### src/logic/rvPkg.sv
package rvPkg;

  typedef logic [63:0] xlen_t;
  typedef logic [63:0] addr_t;
  typedef logic [31:0] inst_t;
  typedef logic [4:0]  regAddr_t;
  typedef logic [7:0]  byteMask_t;

  // major opcodes of the supported subset
  typedef enum logic [6:0] {
    opLui     = 7'b0110111,
    opAuipc   = 7'b0010111,
    opImm     = 7'b0010011,
    opReg     = 7'b0110011,
    opImm32   = 7'b0011011,
    opReg32   = 7'b0111011,
    opBranch  = 7'b1100011,
    opJal     = 7'b1101111,
    opJalr    = 7'b1100111,
    opLoad    = 7'b0000011,
    opStore   = 7'b0100011,
    opSystem  = 7'b1110011
  } opcode_t;

  typedef enum logic [3:0] {
    aluAdd,
    aluSub,
    aluAnd,
    aluOr,
    aluXor,
    aluSll,
    aluSrl,
    aluSlt,
    aluAddw,
    aluSubw,
    aluPassB  // lui
  } aluOp_t;

  typedef enum logic [1:0] {opARs1, opAPc, opAZero} opASel_t;

  typedef enum logic {opBRs2, opBImm} opBSel_t;

  typedef enum logic [1:0] {wbAlu, wbLoad, wbPc4} wbSel_t;

  typedef enum logic [1:0] {memByte, memWord, memDouble} memSize_t;

  typedef enum logic [2:0] {
    brNone,
    brEq,
    brNe,
    brLt,
    brGe,
    brJal,
    brJalr
  } branchOp_t;

  localparam rvPkg::inst_t ebreakInst = 32'h00100073;

endpackage

### src/logic/registerFile.sv
module registerFile (
  input  logic            clk,
  input  logic            rst,
  input  rvPkg::regAddr_t rs1Addr,
  input  rvPkg::regAddr_t rs2Addr,
  input  rvPkg::regAddr_t rdAddr,
  input  rvPkg::xlen_t    rdData,
  input  logic            rdWe,
  output rvPkg::xlen_t    rs1Data,
  output rvPkg::xlen_t    rs2Data
);

  rvPkg::xlen_t regs [32];

  // x0 reads as zero whatever the array holds
  assign rs1Data = (rs1Addr == '0) ? '0 : regs[rs1Addr];
  assign rs2Data = (rs2Addr == '0) ? '0 : regs[rs2Addr];

  always_ff @(posedge clk) begin
    if (rst) begin
      for (int i = 0; i < 32; i++) begin
        regs[i] <= '0;
      end
    end else if (rdWe && rdAddr != '0) begin
      regs[rdAddr] <= rdData;
    end
  end

endmodule

### config.mk
export PLATFORM = sky130hd
export DESIGN_NAME = registerFile
export DESIGN_NICKNAME = d
export VERILOG_FILES = /design/src/logic/rvPkg.sv /design/src/logic/registerFile.sv
export SDC_FILE = /design/constraint.sdc
export NUM_CORES = 2
export LEC_CHECK = 0
export ABC_CLOCK_PERIOD_IN_PS = 2570
export BUFFER_PORTS_ARGS = -buffer_cell sky130_fd_sc_hd__buf_4
export CORE_MARGIN = 1.5
export CORE_UTILIZATION = 45
export CTS_BUF_LIST = sky130_fd_sc_hd__clkbuf_16
export DETAILED_ROUTE_END_ITERATION = 8
export PLACE_DENSITY_LB_ADDON = 0.08
export SYNTH_ARGS = -nofsm -noshare
export SYNTH_HDL_FRONTEND = slang
export SYNTH_SLANG_ARGS = --single-unit
### constraint.sdc
create_clock -name clk -period 2.57 [get_ports clk]
set_clock_uncertainty 0.2 [all_clocks]
set_input_delay 0 -clock clk [delete_from_list [all_inputs] [get_ports clk]]
set_output_delay 0 -clock clk [all_outputs]
set_load 0.03 [all_outputs]
==> flow_summary.rst <==
.. list-table::
   :header-rows: 1

   * - Metric
     - Value
   * - Synthesized-area fraction occupied by xor and xnor cells
     - 0%
   * - Drc violations
     - 0
   * - Post-synthesis register bit count
     - 2048
   * - Count of final max-slew check failures
     - 0
   * - Clock sink total
     - 2048
   * - WHS Path Cells
     - 3
   * - Total routing resource utilization after global routing
     - 37.2%
   * - Number of detailed-route iterations in the first pass
     - 6
   * - Critical Path Slowest Stage Cell
     - sky130_fd_sc_hd__mux4_2
   * - Worst VDD drop
     - 0.549 mV
   * - Most common library cell in the layout ignoring fill and taps
     - sky130_fd_sc_hd__edfxtp_1
   * - Depth of the CTS H-tree
     - 4
   * - Fin crit share
     - 125%
   * - Cell taking the most area after synthesis
     - sky130_fd_sc_hd__edfxtp_1
   * - CTS tree
     - yes
   * - RSZ-0062 raised after global routing
     - yes
   * - Violation count after the first detailed-routing iteration
     - 11300
   * - Number of placement rows
     - 179
   * - Area overhead of the layout relative to synthesis
     - 19.5%
   * - Number of global-route vias before repair
     - 71300
   * - Maximum number of pins on one net before global-route repair
     - 65
   * - Share of layout cells above drive strength 1
     - 32.6%
   * - Post-synthesis cell count
     - 7055
   * - Starting density of the core
     - 45.4%
   * - Top library cells by usage in the layout, fill and taps aside
     - sky130_fd_sc_hd__edfxtp_1 (2048), sky130_fd_sc_hd__and2_1 (1985), sky130_fd_sc_hd__mux4_2 (906)
   * - # setup viols final
     - 129
   * - End point of the critical path
     - rs1Data[42]
   * - Die Y
     - 493 um
   * - Max FFs per register
     - 2048
   * - Number of buffers inserted by port buffering
     - 209
   * - Class of the most critical setup path
     - reg -> out
   * - Gpl congestion
     - 0.886
   * - Compound-gate portion of the synthesized area
     - 3.75%
   * - Final hold violation count
     - 0
   * - Cell area after synthesis
     - 108000 sq um
   * - Worst-path fanout max
     - 2
   * - Violations in the final reports
     - setup timing
   * - Fraction of the mapped netlist area in adder cells
     - 0%
   * - Leading registers by flop count
     - regs (2048)
   * - Core region area
     - 239000 sq um
   * - Achievable clock frequency
     - 0.312 GHz
   * - Source of the critical timing path
     - regs[1][42]
   * - Crit end category
     - primary output
   * - Largest register by flop count
     - regs
   * - Cell types occupying the most area after synthesis
     - sky130_fd_sc_hd__edfxtp_1 (57%), sky130_fd_sc_hd__mux4_2 (19%), sky130_fd_sc_hd__and2_1 (11%), sky130_fd_sc_hd__mux2i_1 (3.4%), sky130_fd_sc_hd__clkbuf_1 (2.0%)
   * - Vias after detailed routing
     - 73200
   * - Per-cell routed wire length
     - 42.1 um
   * - WP data arrival
     - 3.01 ns
   * - Worst-path clk slew
     - 0.06 ns
   * - Family of cells with the greatest summed delay on the critical path
     - multiplexers
   * - Die footprint
     - 244000 sq um
   * - WP depth
     - 8
   * - Critical Path, Cell by Cell
     - mux4_2, mux2i_4, nor2_2, a2111oi_4, buf_4, a2111oi_4, buf_6, buf_6
   * - Part of the Yosys area used for sequential elements
     - 56.8%
   * - Crit start category
     - flop
   * - Buffer levels on the longest clock path
     - 3
   * - Final Routed Wirelength
     - 455000 um
   * - Proportion of register bits with asynchronous set or reset after synthesis
     - 0%
   * - Cell total after placement
     - 10300
   * - Mean post-synth cell area
     - 15.3 sq um
   * - Fraction of the mapped netlist area in simple logic gates
     - 12.8%
   * - Horizontal die dimension
     - 493 um
   * - Antenna violations before repair
     - 73
   * - Cell at the root of the clock tree
     - sky130_fd_sc_hd__clkbuf_16
   * - Count of warnings emitted by yosys
     - 0
   * - Dominant combinational cell family by area after synthesis
     - multiplexers
   * - Number of buffer and inverter stages on the critical path
     - 3
   * - Number of flops mapped to enable cells by yosys
     - 2048
   * - Reported max-cap violation count
     - 0
   * - Number of buffers inserted during clock tree synthesis
     - 224
   * - Top FF cell, synth
     - sky130_fd_sc_hd__edfxtp_1
   * - Fraction of synthesized area in multiplexers
     - 23.5%
   * - I/O pin cnt
     - 210
   * - Power Dens Cells
     - 663 nW/um^2
   * - Data required time at the worst endpoint
     - 2.37 ns
   * - Status
     - finished with violations
   * - Largest stage delay on the critical path
     - 0.51 ns
   * - Pleak
     - 45.6 nW
   * - Nets@finish
     - 7517
   * - Tightest Hold Check Type
     - in -> reg
   * - Worst slew margin
     - 5.92%
   * - Design Area, Final
     - 129000 sq um
   * - Share of the synthesized area in the top cell type
     - 56.8%
   * - Gr ovfl total
     - 0
   * - Worst Slack Setup Final
     - -0.636 ns
   * - DP HPWL
     - 268000 um
   * - Residual antenna-violating net count after detailed routing
     - 0
   * - Number of vias per cell
     - 6.76
   * - Count of placed standard cells in the final layout, fillers left out
     - 10800
   * - Worst slew pin tran
     - 1.41 ns
   * - Final Critical Period
     - 3.21 ns
   * - First-pass GRT wire length
     - 615000 um
   * - Instance area after placement
     - 119000 sq um
   * - Number of different library cells in the post-synthesis netlist
     - 44
-- layout make-up --
type | instances | area, sq um
fill | 19000 | 109000
sequential | 2048 | 61500
multi-input combinational | 4278 | 45900
timing repair buffer | 881 | 10600
clock buffer | 224 | 5610
tap | 3167 | 3960
clock inverter | 195 | 1770
antenna | 31 | 77.6
inverter | 2 | 10.0
-- cell families (layout without fill, tap and decap cells) --
family                 after synthesis  count (layout)
AND/OR/NAND/NOR                   2284            2284
AO/OA/AOI/OAI                      539             539
other                                1              95
flip-flops                        2048            2048
multiplexers                      1391            1391
buffers and inverters              792            1302
-- what timing repair did --
item                                   in CTS  in global routing
endpoints found under the hold margin    2104                  0
pin swaps                                 229                 59
setup endpoints to repair                 128                129
gates resized for setup                   445                 73
hold buffers                              101                  0
buffers inserted                           12                 12
-- synthesized netlist by cell type, types with 2 or more instances --
| library cell | count |
|---|---|
| sky130_fd_sc_hd__mux4_2 | 906 |
| sky130_fd_sc_hd__a32o_1 | 2 |
| sky130_fd_sc_hd__or3b_1 | 2 |
| sky130_fd_sc_hd__o22a_1 | 6 |
| sky130_fd_sc_hd__a221oi_1 | 58 |
| sky130_fd_sc_hd__clkbuf_2 | 2 |
| sky130_fd_sc_hd__nor2b_1 | 15 |
| sky130_fd_sc_hd__clkbuf_1 | 584 |
| sky130_fd_sc_hd__a2111oi_0 | 12 |
| sky130_fd_sc_hd__o211ai_1 | 30 |
| sky130_fd_sc_hd__nor2_1 | 57 |
| sky130_fd_sc_hd__and3_1 | 31 |
| sky130_fd_sc_hd__a211oi_1 | 11 |
| sky130_fd_sc_hd__o2111ai_1 | 30 |
| sky130_fd_sc_hd__nand2b_1 | 7 |
| sky130_fd_sc_hd__buf_2 | 102 |
| sky130_fd_sc_hd__o22ai_1 | 100 |
| sky130_fd_sc_hd__o221ai_1 | 54 |
| sky130_fd_sc_hd__nor4_1 | 9 |
| sky130_fd_sc_hd__edfxtp_1 | 2048 |
| sky130_fd_sc_hd__and2_1 | 1986 |
| sky130_fd_sc_hd__a21oi_1 | 49 |
| sky130_fd_sc_hd__a22o_1 | 30 |
| sky130_fd_sc_hd__a32oi_1 | 30 |
| sky130_fd_sc_hd__nand3b_1 | 5 |
| sky130_fd_sc_hd__or2_2 | 35 |
| sky130_fd_sc_hd__nand2_1 | 108 |
| sky130_fd_sc_hd__nor3_1 | 4 |
| sky130_fd_sc_hd__mux2_2 | 122 |
| sky130_fd_sc_hd__mux2i_1 | 363 |
| sky130_fd_sc_hd__or3_1 | 2 |
| sky130_fd_sc_hd__a22oi_1 | 74 |
| sky130_fd_sc_hd__buf_4 | 38 |
| sky130_fd_sc_hd__buf_1 | 39 |
| sky130_fd_sc_hd__buf_6 | 24 |
| sky130_fd_sc_hd__o21ai_0 | 10 |
| sky130_fd_sc_hd__a21o_1 | 42 |
| sky130_fd_sc_hd__nand3_1 | 22 |
-- power breakdown --
group / total [mW] / internal (mW) / switching, mW
Sequential: 39.5 / 38.6 / 0.939
Clock: 32.8 / 18.7 / 14.1
Combinational: 13.5 / 5.68 / 7.79
-- routing by layer --
metal | wire (um) | share of wire [%] | track usage (%)
met1 | 171000 | 38 | 50.6
met2 | 205000 | 45 | 56.7
met3 | 54800 | 12 | 8.95
met4 | 24100 | 5.3 | 17.1
met5 | 181 | 0.040 | 0
-- worst min path at each step --
stage	to	startpoint	slack, ns
after floorplan	regs[1][0]	rdData[0]	-0.002
after CTS	regs[15][60]	rdData[60]	0.001
after global placement	regs[23][52]	rdData[52]	0.30
after detailed placement	regs[21][56]	rdData[56]	0.32
after global routing	regs[15][52]	rdData[52]	0.04
final	regs[20][14]	rdData[14]	0.06
-- stage by stage --
stage	utilization [%]	TNS, ns	total power, mW	setup WS [ns]	hold slack (ns)
2_1_floorplan	-	0	46.4	0.151	-0.00185
5_1_grt	54.2	-37.07	87.6	-0.724	0.0421
4_1_cts	54.0	-34.99	85.7	-0.711	0.00140
3_5_place_dp	49.7	-4.57	52.3	-0.793	0.316
3_3_place_gp	49.7	-4.03	52.2	-0.803	0.299
6_report	54.3	-29.62	85.8	-0.636	0.0563
-- tightest hold or removal path: cells and delay by family --
family	cells	cell delay, ns
buf+inv	2	0.81
simple gates	1	0.17
Note: power is estimated with default switching activity, not from simulation.
