===== config.mk =====
export PLATFORM = sky130hd
export DESIGN_NAME = instDecoder
export DESIGN_NICKNAME = d
export VERILOG_FILES = /design/src/logic/rvPkg.sv /design/src/logic/instDecoder.sv
export SDC_FILE = /design/constraint.sdc
export NUM_CORES = 1
export LEC_CHECK = 0
export BUFFER_PORTS_ARGS = -buffer_cell sky130_fd_sc_hd__buf_2
export CELL_PAD_IN_SITES_DETAIL_PLACEMENT = 1
export CELL_PAD_IN_SITES_GLOBAL_PLACEMENT = 1
export CORE_UTILIZATION = 22
export DETAILED_ROUTE_END_ITERATION = 8
export GPL_TIMING_DRIVEN = 0
export PLACE_DENSITY = 0.9
export SYNTH_ARGS = -nofsm -noshare
export SYNTH_HDL_FRONTEND = slang
export SYNTH_SLANG_ARGS = --single-unit
export TNS_END_PERCENT = 30

===== constraint.sdc =====
create_clock -name vclk -period 1.46
set_input_delay 0.146 -clock vclk [all_inputs]
set_output_delay 0.146 -clock vclk [all_outputs]
set_load 0.02 [all_outputs]

===== src/logic/rvPkg.sv =====
package rvPkg;

  typedef logic [63:0] xlen_t;
  typedef logic [63:0] addr_t;
  typedef logic [31:0] inst_t;
  typedef logic [4:0]  regAddr_t;
  typedef logic [7:0]  byteMask_t;

  // major opcodes of the supported subset
  typedef enum logic [6:0] {
    opLui     = 7'b0110111,
    opAuipc   = 7'b0010111,
    opImm     = 7'b0010011,
    opReg     = 7'b0110011,
    opImm32   = 7'b0011011,
    opReg32   = 7'b0111011,
    opBranch  = 7'b1100011,
    opJal     = 7'b1101111,
    opJalr    = 7'b1100111,
    opLoad    = 7'b0000011,
    opStore   = 7'b0100011,
    opSystem  = 7'b1110011
  } opcode_t;

  typedef enum logic [3:0] {
    aluAdd,
    aluSub,
    aluAnd,
    aluOr,
    aluXor,
    aluSll,
    aluSrl,
    aluSlt,
    aluAddw,
    aluSubw,
    aluPassB  // lui
  } aluOp_t;

  typedef enum logic [1:0] {opARs1, opAPc, opAZero} opASel_t;

  typedef enum logic {opBRs2, opBImm} opBSel_t;

  typedef enum logic [1:0] {wbAlu, wbLoad, wbPc4} wbSel_t;

  typedef enum logic [1:0] {memByte, memWord, memDouble} memSize_t;

  typedef enum logic [2:0] {
    brNone,
    brEq,
    brNe,
    brLt,
    brGe,
    brJal,
    brJalr
  } branchOp_t;

  localparam rvPkg::inst_t ebreakInst = 32'h00100073;

endpackage


===== src/logic/instDecoder.sv =====
module instDecoder (
  input  rvPkg::inst_t      inst,
  input  logic              step,
  output rvPkg::regAddr_t   rs1Addr,
  output rvPkg::regAddr_t   rs2Addr,
  output rvPkg::regAddr_t   rdAddr,
  output rvPkg::xlen_t      imm,
  output rvPkg::aluOp_t     aluOp,
  output rvPkg::opASel_t    opASel,
  output rvPkg::opBSel_t    opBSel,
  output rvPkg::branchOp_t  branchOp,
  output logic              memRead,
  output logic              memWrite,
  output rvPkg::memSize_t   memSize,
  output logic              loadUnsigned,
  output rvPkg::wbSel_t     wbSel,
  output logic              rdWe,
  output logic              isHalt
);

  rvPkg::opcode_t opcode;
  logic [2:0]     funct3;
  logic           alt;  // funct7 bit 5
  rvPkg::xlen_t   immI, immS, immB, immU, immJ;
  logic           rdWeRaw;

  assign opcode  = rvPkg::opcode_t'(inst[6:0]);
  assign funct3  = inst[14:12];
  assign alt     = inst[30];
  assign rs1Addr = inst[19:15];
  assign rs2Addr = inst[24:20];
  assign rdAddr  = inst[11:7];

  assign immI = {{52{inst[31]}}, inst[31:20]};
  assign immS = {{52{inst[31]}}, inst[31:25], inst[11:7]};
  assign immB = {{51{inst[31]}}, inst[31], inst[7], inst[30:25], inst[11:8], 1'b0};
  assign immU = {{32{inst[31]}}, inst[31:12], 12'b0};
  assign immJ = {{43{inst[31]}}, inst[31], inst[19:12], inst[20], inst[30:21], 1'b0};

  assign isHalt = (inst == rvPkg::ebreakInst);
  assign rdWe   = rdWeRaw && step;

  always_comb begin
    // no-op unless an opcode below claims it
    imm          = immI;
    aluOp        = rvPkg::aluAdd;
    opASel       = rvPkg::opARs1;
    opBSel       = rvPkg::opBImm;
    branchOp     = rvPkg::brNone;
    memRead      = 1'b0;
    memWrite     = 1'b0;
    memSize      = rvPkg::memDouble;
    loadUnsigned = 1'b0;
    wbSel        = rvPkg::wbAlu;
    rdWeRaw      = 1'b0;
    case (opcode)
      rvPkg::opLui: begin
        imm     = immU;
        opASel  = rvPkg::opAZero;
        aluOp   = rvPkg::aluPassB;
        rdWeRaw = 1'b1;
      end
      rvPkg::opAuipc: begin
        imm     = immU;
        opASel  = rvPkg::opAPc;
        rdWeRaw = 1'b1;
      end
      rvPkg::opImm, rvPkg::opReg: begin
        opBSel  = (opcode == rvPkg::opReg) ? rvPkg::opBRs2 : rvPkg::opBImm;
        rdWeRaw = 1'b1;
        case (funct3)
          3'b000: aluOp = (opcode == rvPkg::opReg && alt) ? rvPkg::aluSub : rvPkg::aluAdd;
          3'b001: aluOp = rvPkg::aluSll;
          3'b010: aluOp = rvPkg::aluSlt;
          3'b100: aluOp = rvPkg::aluXor;
          3'b101: begin
            aluOp   = rvPkg::aluSrl;
            rdWeRaw = !alt; // sra is not supported
          end
          3'b110: aluOp = rvPkg::aluOr;
          3'b111: aluOp = rvPkg::aluAnd;
          default: rdWeRaw = 1'b0;
        endcase
      end
      rvPkg::opImm32, rvPkg::opReg32: begin
        opBSel  = (opcode == rvPkg::opReg32) ? rvPkg::opBRs2 : rvPkg::opBImm;
        aluOp   = (opcode == rvPkg::opReg32 && alt) ? rvPkg::aluSubw : rvPkg::aluAddw;
        rdWeRaw = (funct3 == 3'b000); // addw, subw, addiw only
      end
      rvPkg::opBranch: begin
        imm    = immB;
        opBSel = rvPkg::opBRs2;
        case (funct3)
          3'b000:  branchOp = rvPkg::brEq;
          3'b001:  branchOp = rvPkg::brNe;
          3'b100:  branchOp = rvPkg::brLt;
          3'b101:  branchOp = rvPkg::brGe;
          default: branchOp = rvPkg::brNone;
        endcase
      end
      rvPkg::opJal: begin
        imm      = immJ;
        branchOp = rvPkg::brJal;
        wbSel    = rvPkg::wbPc4;
        rdWeRaw  = 1'b1;
      end
      rvPkg::opJalr: begin
        branchOp = rvPkg::brJalr;
        wbSel    = rvPkg::wbPc4;
        rdWeRaw  = 1'b1;
      end
      rvPkg::opLoad: begin
        wbSel        = rvPkg::wbLoad;
        loadUnsigned = (funct3 == 3'b100);
        memRead      = 1'b1;
        rdWeRaw      = 1'b1;
        case (funct3)
          3'b000, 3'b100: memSize = rvPkg::memByte;
          3'b010:         memSize = rvPkg::memWord;
          3'b011:         memSize = rvPkg::memDouble;
          default: begin
            memRead = 1'b0;
            rdWeRaw = 1'b0;
          end
        endcase
      end
      rvPkg::opStore: begin
        imm      = immS;
        memWrite = 1'b1;
        case (funct3)
          3'b000:  memSize = rvPkg::memByte;
          3'b010:  memSize = rvPkg::memWord;
          3'b011:  memSize = rvPkg::memDouble;
          default: memWrite = 1'b0;
        endcase
      end
      default: ; // opSystem only carries ebreak, handled by isHalt
    endcase
  end

endmodule


==> results.txt <==
The clock period minus worst slack came out at between 1.5 and 2 ns. The share of the core filled with cells came out at 44.7%. The quantity of hold-fixing buffers added after cts is 0. Setup repair after global routing could not meet its margin everywhere. The post-synthesis average cell area is between 6 and 7 µm².

The share of the synthesized area in the top cell type came out at a little under a third. The number of global-route vias before repair was 1544. The worst setup path is of the in -> out kind.

The number of I/O pins is between 100 and 150. There are 0 flip-flops and latches. The number of cells produced by synthesis came out at around 180.

The overall die height came out at roughly 75 µm. The largest net degree at the start of global routing came out at 35. The worst-case headroom to the max-slew limit came out at 77.1%.

The largest individual stage delay along the critical path comes from the cell or4_4. STA classifies the critical path endpoint as a primary output. The critical-path maximum fanout is 4. The detailed-placement wirelength estimate came out at ~4.2 mm. Summed over all failing endpoints, the final setup total negative slack is -0.176 ns. The highest clock frequency the design can meet came out at 0.611 GHz.

The first-pass GRT wire length came out at about 7.7 mm. The initial cell density of the core came out at a little under a quarter. The number of placement rows is 26.

Registers take 0 µm². The total power consumption of the routed design came out at slightly above 700 µW. By area the synthesized netlist is led by buf_4 (31%), a21o_1 (13%), nand2_1 (4.8%), nor2_1 (4.4%), and2_1 (3.7%). Compared with the post-synthesis result, the final layout area differs by 94.2%. The signal on the critical path passes through buf_8, or4_4, nor4b_2, nand4_1, nor4_2, buf_4.

The cell family contributing the most delay on the critical path is simple AND/OR/NAND/NOR gates. The final wirelength came out at approximately 5.5 mm. The biggest area contributor in the post-synthesis netlist is buf_4. The setup violation total in the final timing report is 1. The required time at the worst-slack endpoint is 1.31 ns. In this run the remaining antenna-violating nets after routing total 0.

The worst-case vdd ir drop is between 100 and 150 µV. The detailed-route via count is ~1700. The leakage power of the design is 0.00132 µW. The critical path buffer and inverter count is 2. The core area came out at 5140 µm². The via count normalized by instance count came out at approximately 4.4. The count of max-cap constraint violations came out at 0. The final critical path takes up 112% of the cycle. The total count of max-transition violations in the final report came to 0. The class of the tightest hold or removal check is in -> out. buf_4 is the most common cell in the netlist. The length of routed met2 wiring is roughly 2.8 mm. The final routed DRC violation total came out at 0. The overall die area is between 5000 and 6000 µm². The startpoint identified for the worst hold timing path is step. The cell depth of the worst hold path came out at 3. The routed length per placed instance is around 14 µm. The number of optimization iterations in the first detailed-route pass came out at 4. For the pin with the worst max-slew slack, the measured transition is around 0.34 ns. The final reports fail on setup timing. The number of endpoints with negative hold slack in the final report came out at 0. The power per standard cell area is around 300 nW/µm². The detailed router finished its first iteration with 35 violations. The final critical-path setup slack is -0.176 ns. The worst setup slack after placement is -0.330 ns.

After detailed routing, no signal wire sits above met3. The total routed wire length on the met1 layer came out at between 2 and 2.5 mm. Hold is met by approximately 0.6 ns. The number of antenna violations at the first check in global routing came out at 0.

The fraction of layout instances using a drive strength above 1 is between 70 and 80%. After the last flow step, the layout net total stands at 353. The number of warning messages in the yosys log came out at 0.

The endpoint of the worst hold path is rdWe. The summed instance area of the synthesized netlist is roughly 1200 µm². The floorplan step set the die width to 75.4 µm. The share of the yosys chip area belonging to registers is 0%. The antenna diode instance count came out at 0. The total global routing overflow is 0. The detailed route wirelength on metal3 came out at 345 µm. The delay of the slowest critical-path stage came out at 0.52 ns.

The total of buffers placed on input and output ports is roughly 130. The overall fraction of global-route tracks in use is between 10% and 20%. The endpoint arrival time on the critical path came out at between 1 and 1.5 ns. The final estimated routing congestion in global placement came out at 0.887.

The critical path startpoint category is an input pin. The clock buffer instance count of the final layout is 0. The number of distinct library cells after synthesis is 40. The commonest cells after synthesis are buf_4 (49), a21o_1 (21), nand2_1 (15), nor2_1 (14), o21ai_0 (8). The net count after synthesis came out at approximately 210. The run finished, with violations left.
==> how the worst max path moves through the flow <==
stage	endpoint	start	cells past startpoint	slack, ns
floorplan	rdWe	inst[3]	4	-0.14
global placement	imm[15]	inst[6]	6	-0.30
detailed placement	imm[14]	inst[6]	6	-0.33
CTS	isHalt	inst[21]	6	-0.18
global route	isHalt	inst[21]	6	-0.26
finish	isHalt	inst[21]	6	-0.18
==> routing by layer <==
| layer | vias to the layer above | track usage (%) |
|---|---|---|
| li1 | 850 | - |
| met1 | 785 | 22.2 |
| met2 | 87 | 33.1 |
| met3 | 0 | 0.794 |
| met4 | 0 | 0 |
| met5 | - | 0 |
==> where the power goes <==
part           leakage [µW]  internal (µW)  switching [µW]
sequential                0              0               0
combinational       0.00132            313             393
clock                     0              0               0
total               0.00132            313             393
==> through the flow <==
| step | instance area (µm²) | instances |
|---|---|---|
| 6_report | 2300 | 388 |
| 5_1_grt | 2300 | 388 |
| 4_1_cts | 2100 | 382 |
| 3_5_place_dp | 1920 | 374 |
| 3_3_place_gp | 1920 | 374 |
| 2_1_floorplan | 1190 | 175 |
==> cell type report <==
class                      count  area, µm²
inverter                       4       15.0
timing repair buffer         142        867
tap                           70       87.6
fill                         673       2840
buffer                        58        462
multi-input combinational    114        867
==> kinds of logic (layout without fill, tap and decap cells) <==
kind of cell,after synthesis,count (layout),synth area share (%)
buffers and inverters,62,204,36.2
AOI/OAI and AO/OA,41,41,25.7
xor gates and xnor gates,2,2,1.48
and+or+nand+nor,70,71,36.7
==> placed cells by master (no fill, tap or decap), types with 4 or more instances in the layout <==
cell,n
and2_1,7
buf_2,111
inv_1,4
nor2_1,12
nand2_1,15
buf_4,66
buf_6,12
o21ai_0,8
a21o_1,21
nor4_1,4
==> repair_timing <==
item,in CTS,in global routing
resized for setup,35,42
buffers inserted,6,5
setup endpoints to repair,43,33
pin swaps,7,7
cloned,2,1
Power figures use the tool's default switching activity.
